`config.mk`:
```
export PLATFORM = sky130hd
export DESIGN_NAME = if_stage_top
export DESIGN_NICKNAME = d
export VERILOG_FILES = /design/src/if_pkg.sv /design/src/fetch_beat_if.sv /design/src/if_stage_top.sv /design/src/inst_capture.sv /design/src/branch_target_unit.sv /design/src/pc_counter.sv /design/src/fetch_fsm.sv
export SDC_FILE = /design/constraint.sdc
export NUM_CORES = 1
export LEC_CHECK = 0
export BUFFER_PORTS_ARGS = -buffer_cell sky130_fd_sc_hd__buf_4
export CORE_AREA = 2 2 217 219
export DETAILED_ROUTE_END_ITERATION = 12
export DIE_AREA = 0 0 219 221
export PLACE_DENSITY = 0.68
export SYNTH_ARGS = -nofsm -noshare
export SYNTH_HDL_FRONTEND = slang
export SYNTH_SLANG_ARGS = --single-unit
```
`constraint.sdc`:
```
create_clock -name clk -period 4.7 [get_ports clk]
set_input_delay 0.94 -clock clk [delete_from_list [all_inputs] [get_ports clk]]
set_output_delay 0.94 -clock clk [all_outputs]
set_load 0.05 [all_outputs]
```
`src/if_pkg.sv`:
```
`default_nettype none

package if_pkg;

    // address and pc width, also used for the read address bus
    typedef logic [63:0] addr_t;

    // register file, immediate and alu result values
    typedef logic [63:0] xlen_t;

    // one 32-bit instruction word
    typedef logic [31:0] inst_t;

    // read data bus, instruction sits in the low half
    typedef logic [63:0] rdata_t;

    // read size code on the bus
    typedef logic [7:0] rsize_t;

    // fetch sequencing
    typedef enum logic [1:0] {
        IDLE = 2'd0,
        ADDR = 2'd1,
        DATA = 2'd2
    } fetch_state_e;

    // first pc after reset
    localparam addr_t RESET_PC = 64'h0000_0000_8000_0000;

    // size code the memory side expects for an instruction read
    localparam rsize_t FETCH_SIZE = 8'h0F;

    // sequential pc step
    localparam addr_t INST_BYTES = 64'd4;

endpackage

`default_nettype wire
```
`src/fetch_beat_if.sv`:
```
`timescale 1ns/1ps
`default_nettype none

interface fetch_beat_if;

    // one-cycle data handshake from the read port
    logic           beat;
    // address the returned data belongs to
    if_pkg::addr_t  beat_addr;
    if_pkg::rdata_t beat_data;

    // pc currently held by the counter
    if_pkg::addr_t  cur_pc;

    // beat matches the current pc
    logic           accept;

    modport fsm (
        output beat,
        output beat_addr,
        output beat_data,
        input  cur_pc
    );

    modport pc (
        output cur_pc,
        input  accept
    );

    modport capture (
        input  beat,
        input  beat_addr,
        input  beat_data,
        input  cur_pc,
        output accept
    );

endinterface

`default_nettype wire

```
`src/if_stage_top.sv`:
```
`timescale 1ns/1ps
`default_nettype none

module if_stage_top (
    input  logic           clk,
    input  logic           rst_i,
    // stall from later stages
    input  logic           pc_delay_i,
    // redirect requests
    input  logic           jal_i,
    input  logic           jalr_i,
    input  logic           branch_i,
    input  logic           panic_i,
    input  if_pkg::xlen_t  alu_res_i,
    input  if_pkg::addr_t  mtvec_i,
    input  if_pkg::addr_t  me_pc_i,
    input  if_pkg::xlen_t  imm_i,
    input  if_pkg::xlen_t  r1_data_i,
    // fetched instruction, zero on a bubble
    output if_pkg::inst_t  inst_o,
    output if_pkg::addr_t  pc_o,
    // read port, address phase
    output logic           r_valid_o,
    input  logic           r_ready_i,
    output if_pkg::addr_t  r_addr_o,
    output if_pkg::rsize_t r_size_o,
    // read port, data phase
    input  logic           data_valid_i,
    input  if_pkg::rdata_t data_read_i,
    output logic           data_ready_o
);

    logic          redirect_valid;
    if_pkg::addr_t redirect_pc;

    fetch_beat_if beat_if ();

    // instruction reads are always the same size
    assign r_size_o = if_pkg::FETCH_SIZE;

    fetch_fsm u_fetch_fsm (
        .clk          (clk),
        .rst_i        (rst_i),
        .r_valid_o    (r_valid_o),
        .r_ready_i    (r_ready_i),
        .r_addr_o     (r_addr_o),
        .data_valid_i (data_valid_i),
        .data_read_i  (data_read_i),
        .data_ready_o (data_ready_o),
        .beat         (beat_if.fsm)
    );

    branch_target_unit u_branch_target_unit (
        .jal_i            (jal_i),
        .branch_i         (branch_i),
        .jalr_i           (jalr_i),
        .panic_i          (panic_i),
        .alu_res_i        (alu_res_i),
        .me_pc_i          (me_pc_i),
        .imm_i            (imm_i),
        .r1_data_i        (r1_data_i),
        .mtvec_i          (mtvec_i),
        .redirect_valid_o (redirect_valid),
        .redirect_pc_o    (redirect_pc)
    );

    pc_counter u_pc_counter (
        .clk              (clk),
        .rst_i            (rst_i),
        .pc_delay_i       (pc_delay_i),
        .redirect_valid_i (redirect_valid),
        .redirect_pc_i    (redirect_pc),
        .beat             (beat_if.pc)
    );

    // compares returned address with the pc and drives the outputs
    inst_capture u_inst_capture (
        .clk    (clk),
        .rst_i  (rst_i),
        .beat   (beat_if.capture),
        .inst_o (inst_o),
        .pc_o   (pc_o)
    );

endmodule

`default_nettype wire

```
`src/inst_capture.sv`:
```
`timescale 1ns/1ps
`default_nettype none

module inst_capture (
    input  logic          clk,
    input  logic          rst_i,
    fetch_beat_if.capture beat,
    output if_pkg::inst_t inst_o,
    output if_pkg::addr_t pc_o
);

    if_pkg::inst_t inst_q;
    if_pkg::addr_t pc_q;

    // stale beats from before a redirect fail the compare
    assign beat.accept = beat.beat && (beat.beat_addr == beat.cur_pc);

    // outputs hold one cycle per accepted beat, zero means bubble
    always_ff @(posedge clk) begin
        if (rst_i) begin
            inst_q <= '0;
            pc_q   <= '0;
        end else if (beat.accept) begin
            inst_q <= beat.beat_data[31:0];
            pc_q   <= beat.beat_addr;
        end else begin
            inst_q <= '0;
            pc_q   <= '0;
        end
    end

    assign inst_o = inst_q;
    assign pc_o   = pc_q;

endmodule

`default_nettype wire

```
`src/branch_target_unit.sv`:
```
`timescale 1ns/1ps
`default_nettype none

module branch_target_unit (
    input  logic          jal_i,
    input  logic          branch_i,
    input  logic          jalr_i,
    input  logic          panic_i,
    input  if_pkg::xlen_t alu_res_i,
    input  if_pkg::addr_t me_pc_i,
    input  if_pkg::xlen_t imm_i,
    input  if_pkg::xlen_t r1_data_i,
    input  if_pkg::addr_t mtvec_i,
    output logic          redirect_valid_o,
    output if_pkg::addr_t redirect_pc_o
);

    logic          take_rel;
    if_pkg::addr_t rel_target;
    if_pkg::xlen_t jalr_sum;
    if_pkg::addr_t jalr_target;

    // branch is taken when the compare result is zero
    assign take_rel   = jal_i || (branch_i && (alu_res_i == '0));
    assign rel_target = me_pc_i + imm_i;

    // jalr drops bit 0 of the sum
    assign jalr_sum    = r1_data_i + imm_i;
    assign jalr_target = {jalr_sum[63:1], 1'b0};

    always_comb begin
        redirect_valid_o = 1'b1;
        if (take_rel) begin
            redirect_pc_o = rel_target;
        end else if (jalr_i) begin
            redirect_pc_o = jalr_target;
        end else if (panic_i) begin
            redirect_pc_o = mtvec_i;
        end else begin
            redirect_valid_o = 1'b0;
            redirect_pc_o    = '0;
        end
    end

endmodule

`default_nettype wire

```
`src/pc_counter.sv`:
```
`timescale 1ns/1ps
`default_nettype none

module pc_counter (
    input  logic          clk,
    input  logic          rst_i,
    // stall, keeps the pc on the current instruction
    input  logic          pc_delay_i,
    input  logic          redirect_valid_i,
    input  if_pkg::addr_t redirect_pc_i,
    fetch_beat_if.pc      beat
);

    if_pkg::addr_t pc_q;
    if_pkg::addr_t pc_d;
    if_pkg::addr_t pc_next_seq;

    logic step;

    assign pc_next_seq = pc_q + if_pkg::INST_BYTES;

    // only a beat for the current pc moves us on
    assign step = beat.accept && !pc_delay_i;

    // redirect wins over the sequential step
    always_comb begin
        if (redirect_valid_i) begin
            pc_d = redirect_pc_i;
        end else if (step) begin
            pc_d = pc_next_seq;
        end else begin
            pc_d = pc_q;
        end
    end

    always_ff @(posedge clk) begin
        if (rst_i) begin
            pc_q <= if_pkg::RESET_PC;
        end else begin
            pc_q <= pc_d;
        end
    end

    assign beat.cur_pc = pc_q;

endmodule

`default_nettype wire

```
`src/fetch_fsm.sv`:
```
`timescale 1ns/1ps
`default_nettype none

module fetch_fsm (
    input  logic            clk,
    input  logic            rst_i,
    // address phase
    output logic            r_valid_o,
    input  logic            r_ready_i,
    output if_pkg::addr_t   r_addr_o,
    // data phase
    input  logic            data_valid_i,
    input  if_pkg::rdata_t  data_read_i,
    output logic            data_ready_o,
    fetch_beat_if.fsm       beat
);

    if_pkg::fetch_state_e state_q;
    if_pkg::fetch_state_e state_d;

    // address of the read in flight
    if_pkg::addr_t r_addr_q;

    logic addr_hs;
    logic data_hs;

    // handshake outputs decode straight from the state
    assign r_valid_o    = (state_q == if_pkg::ADDR);
    assign data_ready_o = (state_q == if_pkg::DATA);
    assign r_addr_o     = r_addr_q;

    assign addr_hs = r_valid_o && r_ready_i;
    assign data_hs = data_ready_o && data_valid_i;

    always_comb begin
        state_d = state_q;
        case (state_q)
            if_pkg::IDLE: begin
                state_d = if_pkg::ADDR;
            end
            if_pkg::ADDR: begin
                // wait for the memory to take the address
                if (addr_hs) begin
                    state_d = if_pkg::DATA;
                end
            end
            if_pkg::DATA: begin
                if (data_hs) begin
                    state_d = if_pkg::IDLE;
                end
            end
            default: begin
                state_d = if_pkg::IDLE;
            end
        endcase
    end

    always_ff @(posedge clk) begin
        if (rst_i) begin
            state_q <= if_pkg::IDLE;
        end else begin
            state_q <= state_d;
        end
    end

    // latch the pc when a new read starts
    always_ff @(posedge clk) begin
        if (state_q == if_pkg::IDLE) begin
            r_addr_q <= beat.cur_pc;
        end
    end

    // returned beat goes out with the address it was read from
    assign beat.beat      = data_hs;
    assign beat.beat_addr = r_addr_q;
    assign beat.beat_data = data_read_i;

endmodule

`default_nettype wire

```
# [Yosys cells after proc, flatten, opt, wreduce, memory -nomap -nowiden]
# Index checks and enable logic that the tools add are counted.
[totals] regBits=226 latch_bits=0 ram_bits=0 rom_bits=0 input_bits=393 wordCells=37 n_memories=0
[op_classes] addsub=3 n_mul=0 div_mod_pow=0 order_cmp=0 n_eq_ne=5 shift=0 muxes=11 n_bitwise=1 n_reduce_logical=12
[op_table] op="64-bit 2-to-1 mux" n=5
[op_table] op="64-bit adder" n=2
[op_table] op="64-bit by 3-bit adder with 64-bit output (second input constant)" n=1
[op_table] op="64-bit == test" n=1
[op_table] op="64-bit logical NOT" n=1
[op_table] op="2-bit one-hot mux with 3 select lines" n=1
[op_table] op="1-bit logical AND" n=5
[op_table] op="2-bit 2-to-1 mux" n=2
[op_table] op="1-bit 2-to-1 mux" n=3
[op_table] op="2-bit by 1-bit == test with 1-bit output (second input constant)" n=1
[op_table] op="2-bit == test (second input constant)" n=1
[op_table] op="2-bit logical NOT" n=1
[op_table] op="2-bit by 1-bit != test with 1-bit output (second input constant)" n=1
[op_table] op="2-bit != test (second input constant)" n=1
[op_table] op="2-bit AND reduction" n=1
[op_table] op="2-bit nonzero test" n=1
[op_table] op="2-bit OR reduction" n=1
[op_table] op="1-bit logical NOT" n=1
[op_table] op="1-bit logical OR" n=1
[op_table] op="1-bit inverter" n=1

# [Depth between registers and ports, before layout]
# Gate-level depths: netlist (run 1).
[depth] ltp_word=6 mapped_depth=13 depth_no_buf=13

# [By module]
# From an unflattened synthesis (run 1), not the netlist that was laid out.
[hier_totals] hier_cells=2419 hier_area_um2=19748.9
[by_module_without_submodules] mod="branch_target_unit" n_inst=1 cells_each=1314 area_each_um2=8704.6 seq_area_each_um2=0.0
[by_module_without_submodules] mod="inst_capture" n_inst=1 cells_each=435 area_each_um2=4272.8 seq_area_each_um2=1921.8
[by_module_without_submodules] mod="pc_counter" n_inst=1 cells_each=458 area_each_um2=3717.3 seq_area_each_um2=1281.2
[by_module_without_submodules] mod="fetch_fsm" n_inst=1 cells_each=202 area_each_um2=2986.6 seq_area_each_um2=1961.9
[by_module_without_submodules] mod="if_stage_top" n_inst=1 cells_each=10 area_each_um2=67.6 seq_area_each_um2=0.0

# [Worst setup path before layout (run 1)]
# OpenSTA, ideal clock, no wires.
[synth_path] path_type="input -> register" startpoint="input port me_pc_i[0]" endpoint="register u_pc_counter.pc_q[58] (netlist: u_pc_counter.beat.cur_pc[58])" arrival_ns=3.539 setup_slack_ns=1.047 path_stages=13 path_buffers=0 path_cell_list="ha_1 inv_1 fa_1 nand2b_1 a21oi_1 o41ai_2 nand2_1 a21oi_1 o21ai_1 a21oi_1 o21ai_0 xnor2_1 a2111oi_0"
[synth_between] elab_chain_len=3
[synth_rtl] element="from (decl)" line="if_stage_top.sv:16" source="input if_pkg::addr_t me_pc_i,"
[synth_rtl] element="64-bit adder" line="branch_target_unit.sv:25" source="assign rel_target = me_pc_i + imm_i;"
[synth_rtl] element="64-bit 2-to-1 mux" line="branch_target_unit.sv:33" source="if (take_rel) begin"
[synth_rtl] element="64-bit 2-to-1 mux" line="pc_counter.sv:27" source="if (redirect_valid_i) begin"
[synth_rtl] element="to (signal assigned)" line="pc_counter.sv:38" source="pc_q <= if_pkg::RESET_PC;"
[synth_rtl] element="to (signal assigned)" line="pc_counter.sv:40" source="pc_q <= pc_d;"
[synth_rtl] element="to (decl)" line="pc_counter.sv:14" source="if_pkg::addr_t pc_q;"
# Every way passes these cells.
# A chain may end at the register's enable or synchronous reset.

# [Final worst setup path (run 1)]
[layout_path] startpoint="input port imm_i[0]" endpoint="register u_pc_counter.pc_q[32] (netlist: u_pc_counter.beat.cur_pc[32])"
[layout_between] elab_chain_len=4 elab_cells_between_ends=5
[layout_rtl] element="from (decl)" line="if_stage_top.sv:17" source="input if_pkg::xlen_t imm_i,"
[layout_rtl] element="64-bit adder" line="branch_target_unit.sv:28" source="assign jalr_sum = r1_data_i + imm_i;"
[layout_rtl] element="64-bit 2-to-1 mux" line="branch_target_unit.sv:35" source="end else if (jalr_i) begin"
[layout_rtl] element="64-bit 2-to-1 mux *" line="branch_target_unit.sv:33"
[layout_rtl] element="64-bit 2-to-1 mux *" line="pc_counter.sv:27"
# Every way passes the cells marked *; elsewhere a longest branch is shown, timed or not.

==> results of run 1 <==
## layout make-up
class / count / area [um^2]
Clock inverter: 4 / 52.6
Fill cell: 4457 / 23600
Timing Repair Buffer: 553 / 4160
Sequential cell: 226 / 5160
Multi-Input combinational cell: 1750 / 11500
Clock buffer: 33 / 668
Inverter: 43 / 161
Antenna cell: 3 / 7.51
Tap cell: 607 / 759
## metrics by stage
step	util	total power, W	hold slack (ns)	instance area [um^2]	setup slack, ns
2_1_floorplan	-	0.00390	0.432	17300	1.05
3_3_place_gp	0.473	0.00491	0.474	21800	0.410
3_5_place_dp	0.473	0.00493	0.482	21800	0.323
4_1_cts	0.488	0.00670	0.492	22500	0.837
5_1_grt	0.489	0.00700	0.518	22500	0.567
6_report	0.489	0.00670	0.496	22500	0.668
## kinds of logic (layout without fill, tap and decap cells)
kind of cell / Yosys count / in the layout / synth area share
adder cells (fa/ha/maj): 128 / 128 / 0.0938
other: 2 / 11 / 0.000436
AND/OR/NAND/NOR: 760 / 760 / 0.224
buffers and inverters: 151 / 633 / 0.0351
flip-flops: 226 / 226 / 0.300
multiplexers: 11 / 11 / 0.00653
AO/OA/AOI/OAI: 620 / 620 / 0.227
XOR/XNOR: 223 / 223 / 0.113
## Yosys cell counts, drive strengths merged (32+ instances only)
cell	number	share of area
a211oi	39	0.017
a21o	40	0.017
a21oi	206	0.060
and2	106	0.038
clkbuf	94	0.020
dfxtp	162	0.19
edfxtp	64	0.11
ha	126	0.091
inv	43	0.0094
nand2	192	0.042
nand3	50	0.015
nand4	66	0.024
nor2	147	0.032
nor3	65	0.020
nor4	32	0.012
o21ai	137	0.040
xnor2	121	0.061
xor2	102	0.052
## layer usage
layer / up-vias / GRT usage / share of wire
li1: 8742 / - / -
met4: 4 / 0.101 / 0.036
met3: 116 / 0.0444 / 0.085
met2: 926 / 0.455 / 0.44
met1: 8671 / 0.401 / 0.44
met5: - / 0 / 0.00030
## final timing paths
check	from	to	slack [ns]	depth (start not counted)
hold reg to reg	u_pc_counter.beat.cur_pc[0]	u_fetch_fsm.beat.beat_addr[0]	0.50	0
hold / removal	u_pc_counter.beat.cur_pc[0]	u_fetch_fsm.beat.beat_addr[0]	0.50	0
setup reg to reg	u_fetch_fsm.beat.beat_addr[41]	u_pc_counter.beat.cur_pc[57]	0.90	10
setup / recovery	imm_i[0]	u_pc_counter.beat.cur_pc[32]	0.67	15
## power by group through the flow
stage	Sequential, W	Combinational, W	Clock, W
after global placement	0.00245	0.00246	0
after CTS	0.00242	0.00248	0.00180
after floorplan	0.00265	0.00125	0
after global routing	0.00244	0.00268	0.00187
after detailed placement	0.00246	0.00247	0
final	0.00241	0.00252	0.00176
## sequential cells by signal (all words and copies together), names as in the netlist
| register | cells |
|---|---|
| u_fetch_fsm.beat.beat_addr | 64 |
| u_inst_capture.pc_o | 64 |
| u_inst_capture.inst_o | 32 |
| u_fetch_fsm.state_q | 2 |
| u_pc_counter.beat.cur_pc | 64 |
## worst reg2reg max path, cell delays in order, from the launching register on
cell	delay, ns
edfxtp_1	0.46
xor2_1	0.21
nor4_1	0.61
nand4_1	0.32
nor4b_2	0.32
nand3b_2	0.21
or3_1	0.55
nor3_2	0.23
xor2_1	0.25
o21ai_1	0.10
a221oi_1	0.40
==> metrics.md, run 1 <==
| Metric | Value |
|---|---|
| Syn avg cell area | `8.13 um^2` |
| Crit path kind | `primary input to register` |
| Layout cells sized above 1 | `0.236` |
| Rel. slew slack | `0.292` |
| Overflow after GRT | `0` |
| Clock tree from TritonCTS | `yes` |
| Top Ports | `between 500 and 600` |
| Nets | `a little over 3000` |
| Post-synth EDFFs | `64` |
| Final setup violation count | `0` |
| CP max stage delay | `about 0.58 ns` |
| Synthesized instance count | `between 2000 and 2500` |
| Ys flop type | `dfxtp_1` |
| Outcome | `complete, no violations` |
| Reg clk slew, reported paths | `around 0.06 ns` |
| Inst Count DP | `about 3200` |
| Switching power share of the total | `0.376` |
| Slew Viols, Final | `0` |
| Routability cong. | `between 0.9 and 1` |
| DIE WIDTH | `roughly 220 um` |
| Setup crit end kind | `register` |
| Number of nets with antenna violations after routing | `0` |
| H-tree levels | `1` |
| Final hold vios | `0` |
| Clock buffer depth | `3` |
| Critical path cell sequence | `buf_4 > ha_1 > inv_1 > fa_1 > nand2b_1 > a21oi_1 > o41ai_2 > nand2_1 > a21oi_1 > buf_4 > o21ai_0 > a31oi_1 > xnor2_1 > nand2_1 > a221oi_1` |
| Unrepaired setup endpoints after global routing | `no` |
| Buffers on Ports | `about 520` |
| CP arrival | `approximately 4.4 ns` |
| Commonest cells after routing, fill and taps aside | `buf_4, a21oi_1, nand2_1` |
| First-pass GRT wire length | `~110 mm` |
| Initial antenna violation count | `5` |
| Distinct cells, synth | `80` |
| Wire per inst | `22.8 um` |
| GRT Total Usage | `0.290` |
| Cts repair resizes | `0` |
| DP HPWL | `between 60 and 70 mm` |
| Worst EP required | `roughly 5 ns` |
| Tightest Pin Transition | `roughly 1.1 ns` |
| Largest net degree at the start of global routing | `97` |
| Via Count | `18459` |
| Postcts setup bufs | `0` |
| Fin crit period | `between 4 and 5 ns` |
| Clock Latency Late Sink | `around 0.51 ns` |
| Power share of the combinational group | `0.377` |
| Total iterations of the first detailed-routing run | `7` |
| CTS Hold Bufs | `0` |
| CP max-delay cell | `o41ai_2` |
| CP Max Fanout | `4` |
| CP Buf/Inv Count | `3` |
| Max_cap viols | `0` |
| Power per cell area | `between 200 and 300 mW/mm^2` |
| Initial drt markers | `~1600` |
| YS warnings | `0` |
| FMAX | `248 MHz` |
| Hold/Removal Path Class | `register to register` |
| Layout Area Growth over Synthesis | `30.5%` |
| Cts bufs inserted | `21` |
| Clock Power Share | `0.263` |
| Root buffer cell | `clkbuf_16` |
| Die area | `0.0484 mm^2` |
| DRC Markers | `0` |
| Routed vias/inst | `roughly 5.7` |
| Critical Path Source Type | `primary input` |
| Vias in the first global route | `between 15000 and 20000` |
| Sink Count | `roughly 230` |
| VDD IR max | `293 uV` |
| Die Height | `roughly 220 um` |
| Sequential area share after synthesis | `0.300` |
| Final WL | `between 70 and 80 mm` |
| Core area | `between 0.04 and 0.05 mm^2` |
| Fin Setup TNS | `0 ns` |
| P_sw | `between 0.002 and 0.003 W` |
| Synth async-reset ratio | `0` |
| Leak | `approximately 9.6 nW` |
| Crit path max-delay family | `compound AO/OA/AOI/OAI gates` |
| Clock skew | `about 0.016 ns` |
| Sequential group share of total power | `0.360` |
| Leading cell type in the layout, fill and taps excluded | `buf_4` |
| Non-filler cells, final | `3219` |
| Tcrit/Tclk final | `0.858` |
| Initial Util | `0.374` |
| Internal power | `between 0.004 and 0.005 W` |
| Synth Cell Area | `0.0172 mm^2` |
| Core Rows | `79` |
| #FFs+latches synth | `approximately 230` |
No activity file was read; power rests on OpenSTA's default activity.
==> inputs of run 2 (changes only) <==
--- a/config.mk
+++ b/config.mk
@@ -6,10 +6,13 @@
 export NUM_CORES = 1
 export LEC_CHECK = 0
 export BUFFER_PORTS_ARGS = -buffer_cell sky130_fd_sc_hd__buf_4
-export CORE_AREA = 2 2 217 219
+export CELL_PAD_IN_SITES_DETAIL_PLACEMENT = 1
+export CELL_PAD_IN_SITES_GLOBAL_PLACEMENT = 1
+export CORE_AREA = 2 2 216 218
+export CTS_CLUSTER_SIZE = 10
 export DETAILED_ROUTE_END_ITERATION = 12
-export DIE_AREA = 0 0 219 221
-export PLACE_DENSITY = 0.68
+export DIE_AREA = 0 0 218 220
+export PLACE_DENSITY = 0.88
 export SYNTH_ARGS = -nofsm -noshare
 export SYNTH_HDL_FRONTEND = slang
 export SYNTH_SLANG_ARGS = --single-unit
==> run 2 against run 1 <==
  * Worst hold slack worse by 0.010 ns
  * Sequential power barely moved
  * Global-route usage grew 3.2 points
  * Worst setup slack worse by 0.17 ns
  * Clock power grew 2%
  * Critical path type is now register to register
  * Sequential cell count is the same
  * Die area fell by 0.91%
  * Sequential share of layout area barely moved
  * Largest power group unchanged
  * Cell area barely moved
  * Count of clock-buffer cells in the layout grew 5
==> metrics.md, run 2 (same netlist as run 1, synthesis figures left out) <==
| Metric | Value |
|---|---|
| Slew Viols, Final | `0 (unchanged)` |
| Setup crit start | `u_fetch_fsm.beat.beat_addr[41]` |
| Largest net degree at the start of global routing | `97 (unchanged)` |
| GRT Total Usage | `0.322 (+0.0321)` |
| Reg clk slew, reported paths | `0.06 ns (about the same)` |
| Nets | `3124 (+0.26%)` |
| Buffers on Ports | `522 (unchanged)` |
| Die area | `0.0480 mm^2 (-0.91%)` |
| Via Count | `19002 (+2.9%)` |
| Final WL | `80.2 mm (+9.2%)` |
| Max_cap viols | `0 (unchanged)` |
| Core area | `0.0459 mm^2 (-0.43%)` |
| Routed vias/inst | `5.89 (+2.8%)` |
| CP Buf/Inv Count | `0 (-3)` |
| CP arrival | `4.57 ns (+0.13 ns)` |
| Clock tree from TritonCTS | `yes` |
| Crit path max-delay family | `simple AND/OR/NAND/NOR gates` |
| Fin crit period | `4.20 ns (+0.170 ns)` |
| DIE WIDTH | `218 um (-0.46%)` |
| Critical Path Source Type | `register` |
| Power per cell area | `303 mW/mm^2 (+1.7%)` |
| DP HPWL | `67.8 mm (+8.4%)` |
| Final hold vios | `0 (unchanged)` |
| Initial antenna violation count | `4 (-1)` |
| Clock skew | `0.0126 ns (-0.00369 ns)` |
| DRC Markers | `0 (unchanged)` |
| CP max-delay cell | `nor4_1` |
| Commonest cells after routing, fill and taps aside | `buf_4, a21oi_1, nand2_1` |
| Unrepaired setup endpoints after global routing | `no` |
| H-tree levels | `1 (unchanged)` |
| Wire per inst | `24.9 um (+9.0%)` |
| Cts bufs inserted | `26 (+24%)` |
| VDD IR max | `271 uV (-7.7%)` |
| CP most frequent cell | `xor2_1` |
| Tightest Pin Transition | `1.10 ns (+0.0428 ns)` |
| Vias in the first global route | `19068 (+8.1%)` |
| CP max stage delay | `0.70 ns (+0.12 ns)` |
| Routability cong. | `0.972 (+2.8%)` |
| Crit path kind | `register to register` |
| Register Area | `0.00516 mm^2 (unchanged)` |
| Tcrit/Tclk final | `0.894 (+0.0363)` |
| Worst EP required | `5.06 ns (-0.05 ns)` |
| CTS Hold Bufs | `0 (unchanged)` |
| Layout cells sized above 1 | `0.236 (-0.000835)` |
| Core Rows | `79 (unchanged)` |
| Postcts setup bufs | `0 (unchanged)` |
| Outcome | `complete, no violations` |
| Hold WS | `0.486 ns (-0.0101 ns)` |
| Root buffer cell | `clkbuf_16` |
| Setup crit end kind | `register` |
| R2R Path Start | `u_fetch_fsm.beat.beat_addr[41]` |
| Rel. slew slack | `0.264 (-0.0276)` |
| Overflow after GRT | `0 (unchanged)` |
| Clock buffer depth | `3 (unchanged)` |
| Sink Count | `226 (unchanged)` |
| Cts repair resizes | `0 (unchanged)` |
| Initial drt markers | `1477 (-6.6%)` |
| Top Ports | `563 (unchanged)` |
| Fin Setup TNS | `0 ns (unchanged)` |
| FMAX | `238 MHz (-4.1%)` |
| Leading cell type in the layout, fill and taps excluded | `buf_4` |
| Final setup violation count | `0 (unchanged)` |
| Worst min-delay path startpoint | `u_pc_counter.beat.cur_pc[61]` |
| Leak | `9.62 nW (about the same)` |
| Layout Area Growth over Synthesis | `30.6% (about the same)` |
| Area of the multi-input gates | `0.0115 mm^2 (unchanged)` |
| Die Height | `220 um (-0.45%)` |
| Initial Util | `0.376 (+0.00161)` |
| CP Max Fanout | `9 (+5)` |
| Fillers | `5544 (+24%)` |
| Total iterations of the first detailed-routing run | `6 (-1)` |
| Critical path cell sequence | `xor2_1 > nor4_1 > nand4_1 > nor4b_2 > nand3b_2 > or3_1 > nor3_2 > xor2_1 > o21ai_1 > a221oi_1` |
| First-pass GRT wire length | `118 mm (+9.8%)` |
| Number of nets with antenna violations after routing | `0 (unchanged)` |
| Hold/Removal Path Class | `register to register` |
| Clock Latency Late Sink | `0.53 ns (+0.02 ns)` |
## run 2: cell types whose count changed in the layout (fill, tap and decap cells not counted), sizes merged
cell / change
clkbuf: +5
buf: +3
bufinv: -1
clkinv: -1
inv: -1
## run 2: layout make-up
type                    instances  area share
clock buffers                  38      0.0318
multi-input cells            1750       0.512
diodes                          3    0.000333
well taps                     607      0.0337
repair buffers                556       0.185
inverters                      43     0.00717
flip-flops and latches        226       0.229
clock inverters                 1    0.000222
## run 2: worst paths after layout
path / end / slack (ns) / cells after the start
setup / recovery: u_pc_counter.beat.cur_pc[57] / 0.50 / 10
hold / removal: u_fetch_fsm.beat.beat_addr[61] / 0.49 / 0
setup reg to reg: u_pc_counter.beat.cur_pc[57] / 0.50 / 10
hold reg to reg: u_fetch_fsm.beat.beat_addr[61] / 0.49 / 0
## run 2: routing by layer
metal | wire (um) | track usage
met5 | 0 | 0
met3 | 5040 | 0.0268
met1 | 35600 | 0.442
met2 | 37000 | 0.532
met4 | 2640 | 0.103
## run 2: stage by stage
step	instance area, um^2	instances	utilization	power [W]	setup WS, ns
2_1_floorplan	17300	2127	-	0.00390	1.05
3_3_place_gp	21800	3182	0.475	0.00492	0.333
3_5_place_dp	21800	3182	0.475	0.00498	0.260
4_1_cts	22500	3221	0.491	0.00678	0.645
5_1_grt	22500	3224	0.491	0.00708	0.541
6_report	22500	3224	0.491	0.00681	0.498
## run 2: report_power, final
group          switching, W  total [W]  internal (W)  leakage [nW]
Combinational       0.00163    0.00258      0.000957          7.29
Sequential         0.000241    0.00243       0.00219          1.98
Clock              0.000764    0.00180       0.00104         0.350
Total               0.00263    0.00681       0.00418          9.62
==> inputs of run 3 (changes only) <==
--- a/config.mk
+++ b/config.mk
@@ -12,7 +12,8 @@
 export CTS_CLUSTER_SIZE = 10
 export DETAILED_ROUTE_END_ITERATION = 12
 export DIE_AREA = 0 0 218 220
-export PLACE_DENSITY = 0.88
+export PLACE_DENSITY_LB_ADDON = 0.1
+export SLEW_MARGIN = 10
 export SYNTH_ARGS = -nofsm -noshare
 export SYNTH_HDL_FRONTEND = slang
 export SYNTH_SLANG_ARGS = --single-unit
==> run 3 against run 2 <==
  * Cell count decreased by 0.12%
  * Via count shrank 2.4%
  * Critical path depth is 4 higher
  * Cell area about the same
  * Wire length shrank 2.2%
  * Sequential cell count unchanged
  * Global-route usage is 0.54 points lower
  * Die area stayed put
  * Clock power about the same
  * Count of clock-buffer cells in the layout unchanged
  * Power up 0.25%
  * Critical path type is now primary input to register
  * Critical endpoint is now u_pc_counter.beat.cur_pc[48]
  * Largest cell class unchanged
  * Highest routed layer unchanged
==> metrics.md, run 3 (same netlist as run 1, synthesis figures left out) <==
| Metric | Value |
|---|---|
| Outcome | `complete, no violations` |
| Final hold vios | `0 (unchanged)` |
| Reg clk slew, reported paths | `0.06 ns (about the same)` |
| Initial drt markers | `1459 (-1.2%)` |
| Root buffer cell | `clkbuf_16` |
| Wire per inst | `24.4 um (-2.1%)` |
| Leading cell type in the layout, fill and taps excluded | `buf_4` |
| Layout cells sized above 1 | `0.234 (-0.00176)` |
| Number of nets with antenna violations after routing | `0 (unchanged)` |
| CP most frequent cell | `a21oi_1` |
| DIE WIDTH | `218 um (unchanged)` |
| Commonest cells after routing, fill and taps aside | `buf_4, a21oi_1, nand2_1` |
| Core Rows | `79 (unchanged)` |
| Tcrit/Tclk final | `0.859 (-0.0352)` |
| Final core occ | `0.491 (about the same)` |
| Sink Count | `226 (unchanged)` |
| Fin Setup TNS | `0 ns (unchanged)` |
| Crit path max-delay family | `compound AO/OA/AOI/OAI gates` |
| First-pass GRT wire length | `116 mm (-1.6%)` |
| GR peak layer | `met2` |
| Overflow after GRT | `0 (unchanged)` |
| VDD IR max | `279 uV (+3.1%)` |
| CP arrival | `4.46 ns (-0.11 ns)` |
| Hold/Removal Path Class | `register to register` |
| Crit path kind | `primary input to register` |
| Max_cap viols | `0 (unchanged)` |
| CP max-delay cell | `mux2_2` |
| DP HPWL | `66.5 mm (-1.8%)` |
| Clock Latency Late Sink | `0.53 ns (about the same)` |
| CP Buf/Inv Count | `2 (+2)` |
| Top Ports | `563 (unchanged)` |
| Core area | `0.0459 mm^2 (unchanged)` |
| Initial antenna violation count | `5 (+1)` |
| CTS Hold Bufs | `0 (unchanged)` |
| Critical Path Source Type | `primary input` |
| Final setup violation count | `0 (unchanged)` |
| Vias in the first global route | `18671 (-2.1%)` |
| H-tree levels | `1 (unchanged)` |
| Setup crit end kind | `register` |
| Routed vias/inst | `5.76 (-2.3%)` |
| Die area | `0.0480 mm^2 (unchanged)` |
| DRC Markers | `0 (unchanged)` |
| GRT Total Usage | `0.316 (-0.00545)` |
| Via Count | `18542 (-2.4%)` |
| Grt met2 use | `0.505 (-0.0274)` |
| Final WL | `78.5 mm (-2.2%)` |
| Met1 Usage GRT | `0.459 (+0.0167)` |
| Largest net degree at the start of global routing | `97 (unchanged)` |
| Fillers | `5553 (+0.16%)` |
| Initial Util | `0.376 (unchanged)` |
| Clock tree from TritonCTS | `yes` |
| Cts repair resizes | `0 (unchanged)` |
| Layout Area Growth over Synthesis | `30.5% (about the same)` |
| Postcts setup bufs | `0 (unchanged)` |
| Buffers on Ports | `522 (unchanged)` |
| Cts bufs inserted | `26 (unchanged)` |
| Rel. slew slack | `0.414 (+0.150)` |
| Nets | `3118 (-0.19%)` |
| Grt met3 use | `0.0185 (-0.00828)` |
| Worst EP required | `5.12 ns (+0.06 ns)` |
| Critical path cell sequence | `buf_4 > ha_1 > inv_1 > fa_1 > nand2b_1 > a21oi_1 > o41ai_2 > o211ai_1 > nand4bb_1 > a21boi_1 > a21oi_1 > nor3_1 > mux2_2 > a221oi_1` |
| FMAX | `248 MHz (+4.1%)` |
| Power per cell area | `304 mW/mm^2 (+0.32%)` |
| CP Max Fanout | `4 (-5)` |
| Unrepaired setup endpoints after global routing | `no` |
| Clock skew | `0.0152 ns (+0.00265 ns)` |
| Clock buffer depth | `3 (unchanged)` |
| Routability cong. | `0.958 (-1.5%)` |
| Slew Viols, Final | `0 (unchanged)` |
| Fin crit period | `4.04 ns (-0.165 ns)` |
| Leak | `9.61 nW (-0.18%)` |
| Tightest Pin Transition | `0.876 ns (-0.225 ns)` |
| Total iterations of the first detailed-routing run | `7 (+1)` |
| Die Height | `220 um (unchanged)` |
| CP max stage delay | `0.41 ns (-0.29 ns)` |
[run 3: path summary, 6_finish.rpt]
| kind | startpoint | to | slack, ns | depth (start not counted) |
|---|---|---|---|---|
| setup / recovery | imm_i[0] | u_pc_counter.beat.cur_pc[48] | 0.66 | 14 |
| setup reg to reg | u_fetch_fsm.beat.beat_addr[11] | u_pc_counter.beat.cur_pc[57] | 0.93 | 10 |
| hold / removal | u_pc_counter.beat.cur_pc[62] | u_fetch_fsm.beat.beat_addr[62] | 0.50 | 0 |
| hold reg to reg | u_pc_counter.beat.cur_pc[62] | u_fetch_fsm.beat.beat_addr[62] | 0.50 | 0 |
[run 3: power breakdown]
group	switching, W	internal, W	total [W]
Sequential	0.000227	0.00219	0.00242
Combinational	0.00164	0.000950	0.00259
Clock	0.000734	0.00109	0.00183
Total	0.00260	0.00423	0.00683
[run 3: layer usage]
metal,wire length (um),vias to the layer above,part of all wire
met2,35000,677,0.45
met3,4370,76,0.056
met4,2000,0,0.025
met1,37100,9057,0.47
li1,-,8732,-
met5,0,-,0
[run 3: layout make-up]
| class | instances | area [um^2] | area share |
|---|---|---|---|
| Clock buffer | 38 | 717 | 0.0319 |
| Clock inverter | 1 | 30.0 | 0.00133 |
| Tap cell | 607 | 759 | 0.0338 |
| Sequential cell | 226 | 5160 | 0.230 |
| Inverter | 43 | 161 | 0.00717 |
| Timing Repair Buffer | 550 | 4130 | 0.184 |
| Multi-Input combinational cell | 1750 | 11500 | 0.512 |
| Antenna cell | 5 | 12.5 | 0.000556 |
[run 3: stage by stage]
stage | instances | setup WS [ns] | hold slack (ns) | area, um^2 | power, W
2_1_floorplan | 2127 | 1.05 | 0.432 | 17300 | 0.00390
5_1_grt | 3220 | 0.538 | 0.514 | 22500 | 0.00713
6_report | 3220 | 0.663 | 0.501 | 22500 | 0.00683
3_5_place_dp | 3176 | 0.190 | 0.492 | 21700 | 0.00499
3_3_place_gp | 3176 | 0.347 | 0.477 | 21700 | 0.00494
4_1_cts | 3215 | 0.744 | 0.498 | 22500 | 0.00682
